[src/mips_defs.svh]
`ifndef MIPS_DEFS_SVH
`define MIPS_DEFS_SVH

// Datapath widths
`define MIPS_WORD_W      32
`define MIPS_REG_ADDR_W  5

// First instruction fetched after reset
`define MIPS_RESET_PC    32'h0000_0000

// Return address register for jal ($ra)
`define MIPS_LINK_REG    5'd31

// Opcodes, bits 31:26 of the instruction
`define MIPS_OP_RTYPE    6'h00
`define MIPS_OP_J        6'h02
`define MIPS_OP_JAL      6'h03
`define MIPS_OP_BEQ      6'h04
`define MIPS_OP_BNE      6'h05
`define MIPS_OP_ADDI     6'h08
`define MIPS_OP_ANDI     6'h0C
`define MIPS_OP_ORI      6'h0D
`define MIPS_OP_LW       6'h23
`define MIPS_OP_SW       6'h2B

// Funct codes for R-type, bits 5:0
`define MIPS_FN_JR       6'h08
`define MIPS_FN_ADD      6'h20
`define MIPS_FN_SUB      6'h22
`define MIPS_FN_AND      6'h24
`define MIPS_FN_OR       6'h25
`define MIPS_FN_SLT      6'h2A

`endif
[src/mipsPkg.sv]
`include "mips_defs.svh"

package mipsPkg;

   // Basic fields
   typedef logic [`MIPS_WORD_W-1:0]     word_t;    // Data or address word
   typedef logic [`MIPS_REG_ADDR_W-1:0] regAddr_t; // Register index
   typedef logic [5:0]                  opcode_t;  // IR[31:26]
   typedef logic [5:0]                  funct_t;   // IR[5:0]

   // Multicycle control states
   typedef enum logic [3:0] {
      stFetch,
      stDecode,
      stMemAddr,
      stMemLoad,
      stLoadWriteback,
      stMemStore,
      stRExecute,
      stRWriteback,
      stImmExecute,
      stImmWriteback,
      stBranch,
      stJump,
      stJumpLink,
      stJumpReg
   } ctrlState_e;

   // What control asks of the ALU
   typedef enum logic [2:0] {
      aluOpAdd,
      aluOpSub,
      aluOpFunct,  // Let funct decide (R-type)
      aluOpAnd,
      aluOpOr
   } aluOp_e;

   // Operation actually performed
   typedef enum logic [2:0] {
      aluAdd,
      aluSub,
      aluAnd,
      aluOr,
      aluSlt
   } aluFunc_e;

   typedef enum logic {srcAPc, srcAReg} aluSrcA_e;

   typedef enum logic [2:0] {
      srcBReg,     // B register
      srcBFour,    // Constant 4 for PC + 4
      srcBImm,     // Sign-extended immediate
      srcBBranch,  // Sign-extended immediate shifted by 2
      srcBUImm     // Zero-extended immediate
   } aluSrcB_e;

   typedef enum logic [1:0] {pcAlu, pcAluOut, pcJump, pcReg} pcSrc_e;

   typedef enum logic [1:0] {dstRt, dstRd, dstLink} regDst_e;

   // Everything control hands to the datapath
   typedef struct packed {
      logic     irWrite;
      logic     memRead;
      logic     memWrite;
      logic     iorD;        // Memory address from ALUOut instead of PC
      logic     pcWrite;
      logic     pcWriteBeq;
      logic     pcWriteBne;
      pcSrc_e   pcSource;
      aluSrcA_e aluSrcA;
      aluSrcB_e aluSrcB;
      aluOp_e   aluOp;
      logic     regWrite;
      regDst_e  regDst;
      logic     memToReg;
      logic     writePc;     // Register write data is PC (jal)
   } ctrlBus_t;

   // Strobe bus toward external memory
   typedef struct packed {
      word_t addr;
      word_t writeData;
      logic  read;
      logic  write;
   } memReq_t;

endpackage

[src/mipsCore.sv]
`timescale 1ns/10ps

module mipsCore (
   input  logic             iCLK,
   input  logic             iRST,
   output mipsPkg::memReq_t memReq,
   input  mipsPkg::word_t   memReadData,
   output mipsPkg::word_t   pc
);

   // Control to datapath
   mipsPkg::ctrlBus_t ctrl;

   // Decoded IR fields back to control
   mipsPkg::opcode_t  opcode;
   mipsPkg::funct_t   funct;

   mainControl u_mainControl (
      .iCLK   (iCLK),
      .iRST   (iRST),
      .opcode (opcode),
      .funct  (funct),
      .ctrl   (ctrl)
   );

   datapath u_datapath (
      .iCLK        (iCLK),
      .iRST        (iRST),
      .ctrl        (ctrl),
      .memReadData (memReadData),
      .memReq      (memReq),
      .opcode      (opcode),
      .funct       (funct),
      .pc          (pc)           // Current PC register
   );

endmodule

[src/datapath.sv]
`timescale 1ns/10ps
`include "mips_defs.svh"

module datapath (
   input  logic              iCLK,
   input  logic              iRST,
   input  mipsPkg::ctrlBus_t ctrl,
   input  mipsPkg::word_t    memReadData,
   output mipsPkg::memReq_t  memReq,
   output mipsPkg::opcode_t  opcode,
   output mipsPkg::funct_t   funct,
   output mipsPkg::word_t    pc
);

   // Architectural and inter-state registers
   mipsPkg::word_t ir, a, b, mdr, aluOut;

   mipsPkg::regAddr_t rs, rt, rd, writeReg;
   mipsPkg::word_t    immS, immU, branchOff, jumpTarget;
   mipsPkg::word_t    readData1, readData2, regWriteData;
   mipsPkg::word_t    aluA, aluB, aluResult, pcNext;
   logic              aluZero, pcEn;

   // Instruction fields
   assign opcode     = ir[31:26];
   assign rs         = ir[25:21];
   assign rt         = ir[20:16];
   assign rd         = ir[15:11];
   assign funct      = ir[5:0];
   assign immS       = {{16{ir[15]}}, ir[15:0]};
   assign immU       = {16'b0, ir[15:0]};
   assign branchOff  = {{14{ir[15]}}, ir[15:0], 2'b00};  // Word offset
   assign jumpTarget = {pc[31:28], ir[25:0], 2'b00};     // Same 256 MB region

   // PC update, branch condition resolved here
   assign pcEn = ctrl.pcWrite
               | (ctrl.pcWriteBeq & aluZero)
               | (ctrl.pcWriteBne & ~aluZero);

   always_ff @(posedge iCLK)
   begin
      if (iRST)
      begin
         pc     <= `MIPS_RESET_PC;
         ir     <= '0;
         a      <= '0;
         b      <= '0;
         mdr    <= '0;
         aluOut <= '0;
      end
      else
      begin
         a      <= readData1;  // Refreshed every cycle, IR is stable
         b      <= readData2;
         aluOut <= aluResult;
         if (ctrl.memRead)
            mdr <= memReadData;
         if (ctrl.irWrite)
            ir <= memReadData;
         if (pcEn)
            pc <= pcNext;
      end
   end

   // Memory request
   assign memReq.addr      = ctrl.iorD ? aluOut : pc;
   assign memReq.writeData = b;
   assign memReq.read      = ctrl.memRead;
   assign memReq.write     = ctrl.memWrite;

   // Write register select
   always_comb
   begin
      case (ctrl.regDst)
         mipsPkg::dstRd:   writeReg = rd;
         mipsPkg::dstLink: writeReg = `MIPS_LINK_REG;
         default:          writeReg = rt;
      endcase
   end

   // Write data, PC for jal
   assign regWriteData = ctrl.writePc  ? pc
                       : ctrl.memToReg ? mdr
                       : aluOut;

   // ALU operands
   assign aluA = (ctrl.aluSrcA == mipsPkg::srcAReg) ? a : pc;

   always_comb
   begin
      case (ctrl.aluSrcB)
         mipsPkg::srcBFour:   aluB = mipsPkg::word_t'(4);
         mipsPkg::srcBImm:    aluB = immS;
         mipsPkg::srcBBranch: aluB = branchOff;
         mipsPkg::srcBUImm:   aluB = immU;
         default:             aluB = b;
      endcase
   end

   // Next PC select
   always_comb
   begin
      case (ctrl.pcSource)
         mipsPkg::pcAluOut: pcNext = aluOut;      // Branch target
         mipsPkg::pcJump:   pcNext = jumpTarget;
         mipsPkg::pcReg:    pcNext = a;           // jr
         default:           pcNext = aluResult;   // PC + 4
      endcase
   end

   registerFile u_registerFile (
      .iCLK      (iCLK),
      .iRST      (iRST),
      .readAddr1 (rs),
      .readAddr2 (rt),
      .writeAddr (writeReg),
      .writeData (regWriteData),
      .writeEn   (ctrl.regWrite),
      .readData1 (readData1),
      .readData2 (readData2)
   );

   aluUnit u_aluUnit (
      .opA    (aluA),
      .opB    (aluB),
      .aluOp  (ctrl.aluOp),
      .funct  (funct),
      .result (aluResult),
      .zero   (aluZero)
   );

endmodule

[src/mainControl.sv]
`timescale 1ns/10ps
`include "mips_defs.svh"

module mainControl (
   input  logic              iCLK,
   input  logic              iRST,
   input  mipsPkg::opcode_t  opcode,
   input  mipsPkg::funct_t   funct,
   output mipsPkg::ctrlBus_t ctrl
);

   mipsPkg::ctrlState_e state, stateNext;

   // State register
   always_ff @(posedge iCLK)
   begin
      if (iRST)
         state <= mipsPkg::stFetch;
      else
         state <= stateNext;
   end

   // Sequencing by opcode
   always_comb
   begin
      stateNext = mipsPkg::stFetch;  // Most states finish the instruction
      case (state)
         mipsPkg::stFetch:      stateNext = mipsPkg::stDecode;
         mipsPkg::stDecode:
         begin
            case (opcode)
               `MIPS_OP_RTYPE:
                  // jr is an R-type distinguished by funct
                  stateNext = (funct == `MIPS_FN_JR) ? mipsPkg::stJumpReg
                                                     : mipsPkg::stRExecute;
               `MIPS_OP_ADDI,
               `MIPS_OP_ANDI,
               `MIPS_OP_ORI:    stateNext = mipsPkg::stImmExecute;
               `MIPS_OP_LW,
               `MIPS_OP_SW:     stateNext = mipsPkg::stMemAddr;
               `MIPS_OP_BEQ,
               `MIPS_OP_BNE:    stateNext = mipsPkg::stBranch;
               `MIPS_OP_J:      stateNext = mipsPkg::stJump;
               `MIPS_OP_JAL:    stateNext = mipsPkg::stJumpLink;
               default:         stateNext = mipsPkg::stFetch;  // Unknown, skip it
            endcase
         end
         mipsPkg::stMemAddr:
            stateNext = (opcode == `MIPS_OP_LW) ? mipsPkg::stMemLoad : mipsPkg::stMemStore;
         mipsPkg::stMemLoad:    stateNext = mipsPkg::stLoadWriteback;
         mipsPkg::stRExecute:   stateNext = mipsPkg::stRWriteback;
         mipsPkg::stImmExecute: stateNext = mipsPkg::stImmWriteback;
         default:               stateNext = mipsPkg::stFetch;
      endcase
   end

   // Control word per state, all fields idle unless set
   always_comb
   begin
      ctrl = '0;
      case (state)
         mipsPkg::stFetch:
         begin
            ctrl.memRead  = 1'b1;             // Read at PC
            ctrl.irWrite  = 1'b1;
            ctrl.aluSrcA  = mipsPkg::srcAPc;
            ctrl.aluSrcB  = mipsPkg::srcBFour;
            ctrl.aluOp    = mipsPkg::aluOpAdd;
            ctrl.pcSource = mipsPkg::pcAlu;   // PC + 4
            ctrl.pcWrite  = 1'b1;
         end
         mipsPkg::stDecode:
         begin
            // Branch target precomputed into ALUOut
            ctrl.aluSrcA = mipsPkg::srcAPc;
            ctrl.aluSrcB = mipsPkg::srcBBranch;
            ctrl.aluOp   = mipsPkg::aluOpAdd;
         end
         mipsPkg::stMemAddr:
         begin
            ctrl.aluSrcA = mipsPkg::srcAReg;  // base + offset
            ctrl.aluSrcB = mipsPkg::srcBImm;
            ctrl.aluOp   = mipsPkg::aluOpAdd;
         end
         mipsPkg::stMemLoad:
         begin
            ctrl.memRead = 1'b1;
            ctrl.iorD    = 1'b1;
         end
         mipsPkg::stLoadWriteback:
         begin
            ctrl.regWrite = 1'b1;
            ctrl.regDst   = mipsPkg::dstRt;
            ctrl.memToReg = 1'b1;
         end
         mipsPkg::stMemStore:
         begin
            ctrl.memWrite = 1'b1;             // One cycle only
            ctrl.iorD     = 1'b1;
         end
         mipsPkg::stRExecute:
         begin
            ctrl.aluSrcA = mipsPkg::srcAReg;
            ctrl.aluSrcB = mipsPkg::srcBReg;
            ctrl.aluOp   = mipsPkg::aluOpFunct;
         end
         mipsPkg::stRWriteback:
         begin
            ctrl.regWrite = 1'b1;
            ctrl.regDst   = mipsPkg::dstRd;
         end
         mipsPkg::stImmExecute:
         begin
            ctrl.aluSrcA = mipsPkg::srcAReg;
            // Logic immediates are zero-extended
            case (opcode)
               `MIPS_OP_ANDI:
               begin
                  ctrl.aluSrcB = mipsPkg::srcBUImm;
                  ctrl.aluOp   = mipsPkg::aluOpAnd;
               end
               `MIPS_OP_ORI:
               begin
                  ctrl.aluSrcB = mipsPkg::srcBUImm;
                  ctrl.aluOp   = mipsPkg::aluOpOr;
               end
               default:
               begin
                  ctrl.aluSrcB = mipsPkg::srcBImm;   // addi
                  ctrl.aluOp   = mipsPkg::aluOpAdd;
               end
            endcase
         end
         mipsPkg::stImmWriteback:
         begin
            ctrl.regWrite = 1'b1;
            ctrl.regDst   = mipsPkg::dstRt;
         end
         mipsPkg::stBranch:
         begin
            ctrl.aluSrcA    = mipsPkg::srcAReg;  // Compare via A - B
            ctrl.aluSrcB    = mipsPkg::srcBReg;
            ctrl.aluOp      = mipsPkg::aluOpSub;
            ctrl.pcSource   = mipsPkg::pcAluOut;
            ctrl.pcWriteBeq = (opcode == `MIPS_OP_BEQ);
            ctrl.pcWriteBne = (opcode == `MIPS_OP_BNE);
         end
         mipsPkg::stJump:
         begin
            ctrl.pcSource = mipsPkg::pcJump;
            ctrl.pcWrite  = 1'b1;
         end
         mipsPkg::stJumpLink:
         begin
            ctrl.pcSource = mipsPkg::pcJump;
            ctrl.pcWrite  = 1'b1;
            ctrl.regWrite = 1'b1;             // $ra gets PC, already + 4
            ctrl.regDst   = mipsPkg::dstLink;
            ctrl.writePc  = 1'b1;
         end
         mipsPkg::stJumpReg:
         begin
            ctrl.pcSource = mipsPkg::pcReg;   // Target from rs
            ctrl.pcWrite  = 1'b1;
         end
         default: ctrl = '0;
      endcase
   end

endmodule

[src/aluUnit.sv]
`timescale 1ns/10ps
`include "mips_defs.svh"

module aluUnit (
   input  mipsPkg::word_t   opA,
   input  mipsPkg::word_t   opB,
   input  mipsPkg::aluOp_e  aluOp,
   input  mipsPkg::funct_t  funct,
   output mipsPkg::word_t   result,
   output logic             zero
);

   mipsPkg::aluFunc_e aluFunc;

   // ALU control, maps request and funct to an operation
   always_comb
   begin
      case (aluOp)
         mipsPkg::aluOpSub: aluFunc = mipsPkg::aluSub;
         mipsPkg::aluOpAnd: aluFunc = mipsPkg::aluAnd;
         mipsPkg::aluOpOr:  aluFunc = mipsPkg::aluOr;
         mipsPkg::aluOpFunct:
         begin
            case (funct)
               `MIPS_FN_SUB: aluFunc = mipsPkg::aluSub;
               `MIPS_FN_AND: aluFunc = mipsPkg::aluAnd;
               `MIPS_FN_OR:  aluFunc = mipsPkg::aluOr;
               `MIPS_FN_SLT: aluFunc = mipsPkg::aluSlt;
               default:      aluFunc = mipsPkg::aluAdd;  // add and anything else
            endcase
         end
         default:           aluFunc = mipsPkg::aluAdd;
      endcase
   end

   // Arithmetic and logic
   always_comb
   begin
      case (aluFunc)
         mipsPkg::aluSub: result = opA - opB;
         mipsPkg::aluAnd: result = opA & opB;
         mipsPkg::aluOr:  result = opA | opB;
         mipsPkg::aluSlt:
            // Signed compare, result is 0 or 1
            result = ($signed(opA) < $signed(opB)) ? mipsPkg::word_t'(1) : '0;
         default:         result = opA + opB;
      endcase
   end

   assign zero = (result == '0);  // Used by beq/bne

endmodule

[src/registerFile.sv]
`timescale 1ns/10ps
`include "mips_defs.svh"

module registerFile (
   input  logic              iCLK,
   input  logic              iRST,
   input  mipsPkg::regAddr_t readAddr1,
   input  mipsPkg::regAddr_t readAddr2,
   input  mipsPkg::regAddr_t writeAddr,
   input  mipsPkg::word_t    writeData,
   input  logic              writeEn,
   output mipsPkg::word_t    readData1,
   output mipsPkg::word_t    readData2
);

   localparam int NumRegs = 1 << `MIPS_REG_ADDR_W;

   mipsPkg::word_t regs [NumRegs];

   // Write port, $zero never changes
   always_ff @(posedge iCLK)
   begin
      if (iRST)
      begin
         for (int i = 0; i < NumRegs; i++)
         begin
            regs[i] <= '0;
         end
      end
      else if (writeEn && (writeAddr != '0))
      begin
         regs[writeAddr] <= writeData;
      end
   end

   // Asynchronous read ports
   assign readData1 = (readAddr1 == '0) ? '0 : regs[readAddr1];
   assign readData2 = (readAddr2 == '0) ? '0 : regs[readAddr2];

endmodule

[config.mk]
export PLATFORM = sky130hd
export DESIGN_NAME = mipsCore
export DESIGN_NICKNAME = d
export VERILOG_FILES = /design/src/mipsPkg.sv /design/src/mipsCore.sv /design/src/datapath.sv /design/src/mainControl.sv /design/src/aluUnit.sv /design/src/registerFile.sv
export VERILOG_INCLUDE_DIRS = /design/src /design/src/src
export SDC_FILE = /design/constraint.sdc
export NUM_CORES = 2
export LEC_CHECK = 0
export ABC_AREA = 1
export BUFFER_PORTS_ARGS = -buffer_cell sky130_fd_sc_hd__buf_4
export CORE_MARGIN = 5
export CORE_UTILIZATION = 33
export CTS_CLUSTER_SIZE = 30
export DETAILED_ROUTE_END_ITERATION = 16
export HOLD_SLACK_MARGIN = 0.03
export SETUP_SLACK_MARGIN = 0.05
export SLEW_MARGIN = 20
export SYNTH_ARGS = -nofsm -noshare
export SYNTH_HDL_FRONTEND = slang
export SYNTH_SLANG_ARGS = --single-unit
[constraint.sdc]
create_clock -name iCLK -period 7.6 [get_ports iCLK]
set_input_delay 0 -clock iCLK [delete_from_list [all_inputs] [get_ports iCLK]]
set_output_delay 0 -clock iCLK [all_outputs]
set_load 0.005 [all_outputs]
After elaboration in Yosys (flattened, before gate mapping):

Memories as Yosys holds them, arrays and structs flattened. A register that Yosys moved wholly into a read port is not among the register bits.
Cells that the tools add are included.

* bits in registers: 132
* RAM bits: 1024
* memories kept: 1

* add/subtract/negate cells: 2
* magnitude comparators: 1
* eq/ne operators: 44
* mux-type cells: 35
* bitwise gates (word level): 8
* reductions and logical operators: 19

Memories
* u_datapath.u_registerFile.regs: depth 32, bits a word 32, read ports 2, clocked after memory_dff 2, wr ports 32, RTL line registerFile.sv:18 `mipsPkg::word_t regs [NumRegs];`

Operators by type and width (number)
* 32-bit case mux with 4 select lines: 2
* 32-bit 2-to-1 mux: 5
* 32-bit case mux with 3 select lines: 1
* 4-bit case mux with 6 select lines: 2
* 7-bit case mux with 6 select lines: 1
* 6-bit equality test (second input constant): 6
* 32-bit adder: 1
* 32-bit bitwise AND: 1
* 32-bit logical NOT: 1
* 32-bit < comparator: 1
* 32-bit OR: 1
* 32-bit OR reduction: 1
* 32-bit subtractor: 1
* 4-bit equality test (second input constant): 6
* 6-bit by 4-bit equality test with 1-bit output (second input constant): 4
* 3-bit case mux with 4 select lines: 2
* 3-bit by 2-bit equality test with 1-bit output (second input constant): 6
* 4-bit by 3-bit equality test with 1-bit output (second input constant): 4
* 2-bit OR reduction: 8
* 1-bit 2-to-1 mux: 14
* 6-bit by 2-bit equality test with 1-bit output (second input constant): 2
* 6-bit by 3-bit equality test with 1-bit output (second input constant): 2
* 6-bit case mux with 2 select lines: 1
* 5-bit logical NOT: 2
* other kinds (23): 34

Depth between registers and ports, before layout:

* depth in word-level cells: 13
* gate-level depth with buffers: 40

Hierarchy:

From an unflattened synthesis, not the netlist that was laid out.

* cell total of the unflattened synthesis: 10105
* area, all modules: 73050.1 um^2

Modules (own cells, without submodules)
* registerFile: instances 1, cells each 7252, area each 56525.5 um^2
* datapath: instances 1, cells each 1354, area each 8998.6 um^2
* aluUnit: instances 1, cells each 1388, area each 6941.7 um^2
* mainControl: instances 1, cells each 111, area each 584.3 um^2

Worst setup path after synthesis:

Ideal clock, no wire load.

* kind: flip-flop to flip-flop
* start: reg u_datapath.ir[29]
* end: reg u_datapath.pc[10]
* data arrival time: 4.498 ns
* data required time: 7.462 ns
* setup slack: 2.964 ns
* cell stages (with the launch flop): 37
* clock period less this slack: 4.636 ns
* cell sequence: dfxtp_1 nand2_1 nor2_1 nand2_1 nand2_1 inv_1 nand2_1 nand2_1 nor3_1 inv_1 nand2_1 a21oi_1 inv_1 clkbuf_1 o21ai_0 inv_1 ha_1 buf_2 nor2_1 nand2_1 nor3_1 and2_1 nand2_1 nand2_1 nand2_1 nand3_1 nand3_1 nor2_1 nand2_1 nor2_1 nand3_2 nand2_4 nand3_4 buf_8 buf_8 nand2_1 a21oi_2

* cells in the longest elaborated chain, start to end: 12
* elaborated cells on any way between the ends: 35

RTL lines
* start: declaration: RTL line datapath.sv:16 `mipsPkg::word_t ir, a, b, mdr, aluOut;`
* start signal: assignment: RTL line datapath.sv:59 `ir <= memReadData;`
* 6-bit by 4-bit equality test with 1-bit output: RTL line mainControl.sv:116 `case (opcode)`
* 6-bit case mux with 2 select lines: RTL line mainControl.sv:116
* 7-bit case mux with 6 select lines: RTL line mainControl.sv:61 `case (state)`
* 3-bit equality test, or another cell as far along: RTL line datapath.sv:91 `case (ctrl.aluSrcB)`
* 32-bit case mux with 4 select lines: RTL line datapath.sv:91
* 32-bit < comparator: RTL line aluUnit.sv:45 `result = ($signed(opA) < $signed(opB)) ? mipsPkg::word_t'(1) : '0;`
* 1-bit 2-to-1 mux: RTL line aluUnit.sv:45
* 32-bit case mux with 4 select lines: RTL line aluUnit.sv:39 `case (aluFunc)`
* 32-bit logical NOT: RTL line aluUnit.sv:50 `assign zero = (result == '0);`
* 1-bit bitwise AND / 1-bit NOT (equally long branches): RTL line datapath.sv:37, datapath.sv:38
* 1-bit OR / 1-bit bitwise AND (equally long branches): RTL line datapath.sv:37, datapath.sv:38
* 1-bit OR: RTL line datapath.sv:38 `| (ctrl.pcWriteBne & ~aluZero);`
* end signal: assignment: RTL line datapath.sv:44 `` pc <= `MIPS_RESET_PC; ``
* end signal: assignment: RTL line datapath.sv:61 `pc <= pcNext;`
* end: declaration: RTL line datapath.sv:12 `output mipsPkg::word_t pc`

Several ways; a longest one is shown, not always the timed one.
A chain may end at the register's enable or synchronous reset.

Worst setup path after layout:

* start: reg u_datapath.ir[29]
* end: reg u_datapath.pc[28]

* cells in the longest elaborated chain, start to end: 13
* elaborated cells on any way between the ends: 36

RTL lines (RTL line)
* 6-bit by 4-bit equality test with 1-bit output: mainControl.sv:116
* 6-bit case mux with 2 select lines: mainControl.sv:116
* 7-bit case mux with 6 select lines: mainControl.sv:61
* 3-bit equality test, or another cell as far along: datapath.sv:91
* 32-bit case mux with 4 select lines: datapath.sv:91
* 32-bit < comparator: aluUnit.sv:45
* 1-bit 2-to-1 mux: aluUnit.sv:45
* 32-bit case mux with 4 select lines: aluUnit.sv:39
* 32-bit logical NOT: aluUnit.sv:50
* 1-bit bitwise AND / 1-bit NOT (equally long branches): datapath.sv:37, datapath.sv:38
* 1-bit OR / 1-bit bitwise AND (equally long branches): datapath.sv:37, datapath.sv:38
* 1-bit OR: datapath.sv:38
* 2-bit AND reduction (no line)

Several ways; a longest one is shown, not always the timed one.

==> results.md <==
- Detailed placement finished with a half-perimeter wire length of 206 mm.
- After synthesis the netlist holds a flip-flop and latch count of 1,220.
- The routed design has 314 mm of wire.
- The fmax is 0.150 GHz.
- The areal power density over the cells is 462 mW/mm^2.
- The die boundary height is 469 microns.
- The final critical path takes up 87.9% of the cycle.
- After the first detailed-routing iteration, the DRC count stood at 11,000.
- The total via count in the routed design is 66,900.
- The first global-routing pass estimated 442 mm of wire.
- Across every metal layer, demand over resource in global routing totals 27.1%.
- In the routed layout, each cell is associated on average with a via count of 5.81.
- Clock tree synthesis inserted a total of 139 buffers.
- Counting flops with an async set or reset pin after synthesis yields a share of 0%.
- The count of input and output buffers is 131.
- The first TritonRoute pass finished after 6 iterations.
- Setup repair after global routing left no endpoint under its margin.
- In the final design database the tool counted 8,730 nets.
- The total standard cell area after synthesis is 0.0696 sq mm.
- The initial utilization of the core area, before any placement, comes to 33.2%.
- The worst hold slack is 0.0664 ns.
- After technology mapping, the gate count stands at 8,770.
- The overall power is 36,200 uW.
- The setup path with the least slack is of type flop to flop.
- The library cell used most frequently in the layout, excluding fill and tap cells, is nor2_1.
- The number of slew-limit violations in the final report is 0.
- No sink is reached through more buffers than the 3 on the longest clock path.
- Summing the sequential cell areas from Yosys gives 49.8% of the chip area.
- Setup violations remaining at the end of the flow were counted as 0.
- The most common cell type on the critical path is nand2_1.
- The run finished with clean final reports.
- The number of distinct standard cells referenced by the synthesized netlist is 61.
- The worst min-delay path class is input pin to flop.
- The worst pin sits at a relative slew slack of 10.9%.
- The uppermost layer routed is met5.
- The final clock skew is 0.0547 ns.
- The largest delay contributor family on the critical path is simple AND/OR/NAND/NOR gates.
- STA puts the critical path data arrival time at 7.39 ns.
- The residual DRC count is 0.
- The overall overflow remaining after global route is 0.
- Yosys printed 0 warnings.
- The largest individual stage delay along the critical path comes from the cell o21ai_0.
- The clock tree from TritonCTS is yes.
- Routability-driven placement finished with a final weighted congestion of 0.996.
- For the worst setup path, the data required time is 8.31 ns.
- Gates resized during post-CTS repair numbered 0.
- The die footprint is 0.220 sq mm.
- The tree built by TritonCTS fans out to 1,220 sinks.
- The shortest period the worst path allows is 6.68 ns.
- The layout overhead on the synthesized area is 12.5%.
- Dividing the detail-routed wire length by the instance count gives 27.3 microns.
- The critical path's largest stage delay is 0.54 ns.
- The H-tree depth is 4.
- The root buffer cell chosen for the clock tree is clkbuf_16.
- IR analysis of the VDD net gives a maximum drop of 0.000398 V.
- The maximum net fanout on the critical path is 48.
- For the pin with the worst max-slew slack, the measured transition is 1.33 ns.
- The analysis attributes to cell leakage a power of 0.0291 uW.
- The reported max-cap violation count is 0.
- Leaving out fill and tap cells, the most frequent cells in the layout are nor2_1, nand2_1, o21ai_0.
- The die width is 469 microns.
- The initialized floorplan defines 168 standard-cell rows.
- The number of global-route vias before repair is 61,500.
- For the final routed database, the setup TNS stands at 0 ns.
- Clock-pin slew was measured on the worst setup and hold paths at 0.06 ns.
- The post-route met1 wirelength is 121 mm.
- During I/O placement, the number of pins put on the boundary was 132.
- The pin count of the biggest net entering global routing is 174.
- A synthesized cell averages 7.94 sq um.
- The number of endpoints with negative hold slack in the final report came to 0.
- Buffers inserted to repair hold after CTS numbered 50.
- The number of enable-type register cells in the synthesized netlist is 1,024.
- In the final layout, the share of cells above drive strength 1 is 8.14%.
- The critical path contains buffers and inverters numbering 5 combined.
- STA classifies the critical path endpoint as a flop.
- After floorplanning, the core was sized to cover 0.210 sq mm.
- At the later pin of the worst-skew pair, clock insertion delay measures 0.81 ns.
- STA classifies the critical path startpoint as a flop.
- After detailed routing, the met2 layer carries 135 mm of wire.
- In the detailed route, the total length drawn on met3 is 40.1 mm.
- The number of antenna violations at the first check in global routing was 20.
- In this run the remaining antenna-violating nets after routing total 0.
- After clock tree synthesis, the setup repair step added 0 buffers.
- The main flop type after synthesis is edfxtp_1.
power breakdown:
group          internal (uW)  leakage [uW]  switching, uW  total [uW]
Sequential              7880        0.0122           1000        8880
Combinational           5220        0.0148          15400       20700
Clock                   3780       0.00214           2850        6630
Total                  16900        0.0291          19300       36200
cell families (layout without fill, tap and decap cells):
group / count (synthesis) / in the layout / share of synthesized area (%)
DFF: 1220 / 1220 / 49.8
buffers and inverters: 1566 / 1468 / 8.60
and+or+nand+nor: 3491 / 3491 / 20.2
adders and majority gates: 100 / 100 / 1.82
xor gates and xnor gates: 11 / 11 / 0.138
other: 1 / 39 / 0.00539
AOI/OAI and AO/OA: 2381 / 2381 / 19.4
Yosys cell counts (14+ instances only):
cell,count,share of area [%]
o211ai_1,226,2.4
dfxtp_1,196,5.6
or2_2,15,0.13
clkbuf_1,622,3.4
nor2_1,1640,8.8
o21ai_0,1274,9.2
a2111oi_0,40,0.50
nor3_1,20,0.14
inv_1,822,4.4
nand2_1,1340,7.2
a21oi_1,478,3.4
ha_1,98,1.8
a211oi_1,30,0.32
a31oi_1,53,0.48
edfxtp_1,1024,44
o221ai_1,16,0.20
a221oi_1,54,0.68
a311oi_1,28,0.35
nand3_1,334,2.4
o22ai_1,112,1.0
buf_1,62,0.33
nand4_1,58,0.52
a22oi_1,14,0.15
buf_2,36,0.26
nor4_1,23,0.21
metal layers:
layer	vias to the layer above	GRT usage, %
met4	14	12.9
met2	4566	41.0
li1	29400	-
met1	32100	35.5
met3	861	7.81
met5	-	0.303
path summary, 6_finish.rpt:
kind                                        start                         endpoint  slack [ns]  cells after the start
setup / recovery   u_datapath.ir[29]$_SDFFE_PP0P_   u_datapath.pc[28]$_SDFFE_PP0P_        0.92                     34
hold / removal                     memReadData[1]    u_datapath.ir[1]$_SDFFE_PP0P_        0.07                      4
setup reg to reg   u_datapath.ir[29]$_SDFFE_PP0P_   u_datapath.pc[28]$_SDFFE_PP0P_        0.92                     34
hold reg to reg   u_datapath.mdr[21]$_SDFFE_PP0P_  u_datapath.mdr[21]$_SDFFE_PP0P_        0.49                      2
worst min-delay path, cell delays in order:
cell           delay [ns]
dlygate4sd3_1        0.53
buf_4                0.12
o21ai_0              0.07
a21oi_1              0.11
sequential cells by signal (all words and copies together), names as in the netlist:
signal	cells
u_datapath.mdr	32
u_datapath.u_registerFile.regs	1024
u_datapath.aluOut	32
u_datapath.a	32
u_datapath.pc	32
u_datapath.b	32
u_mainControl.state	4
u_datapath.ir	32
per-stage QoR:
| stage | area (sq um) | setup WS, ns | std cells | utilization, % |
|---|---|---|---|---|
| after floorplan | 69700 | 2.96 | 8801 | - |
| after CTS | 78300 | 1.03 | 11500 | 37.3 |
| after global placement | 73400 | 1.08 | 11200 | 35.0 |
| final | 78300 | 0.916 | 11500 | 37.3 |
| after global routing | 78300 | 0.442 | 11500 | 37.3 |
| after detailed placement | 73400 | 1.08 | 11200 | 35.0 |
layout make-up:
type	instances	area [sq um]
timing repair buffer	382	3120
clock inverter	51	453
clock buffer	197	3900
antenna	7	17.5
tap	2805	3510
inverter	838	3170
sequential	1220	34700
multi-input combinational	6015	29400
fill	21400	131000
(Power assumes the default switching activity.)
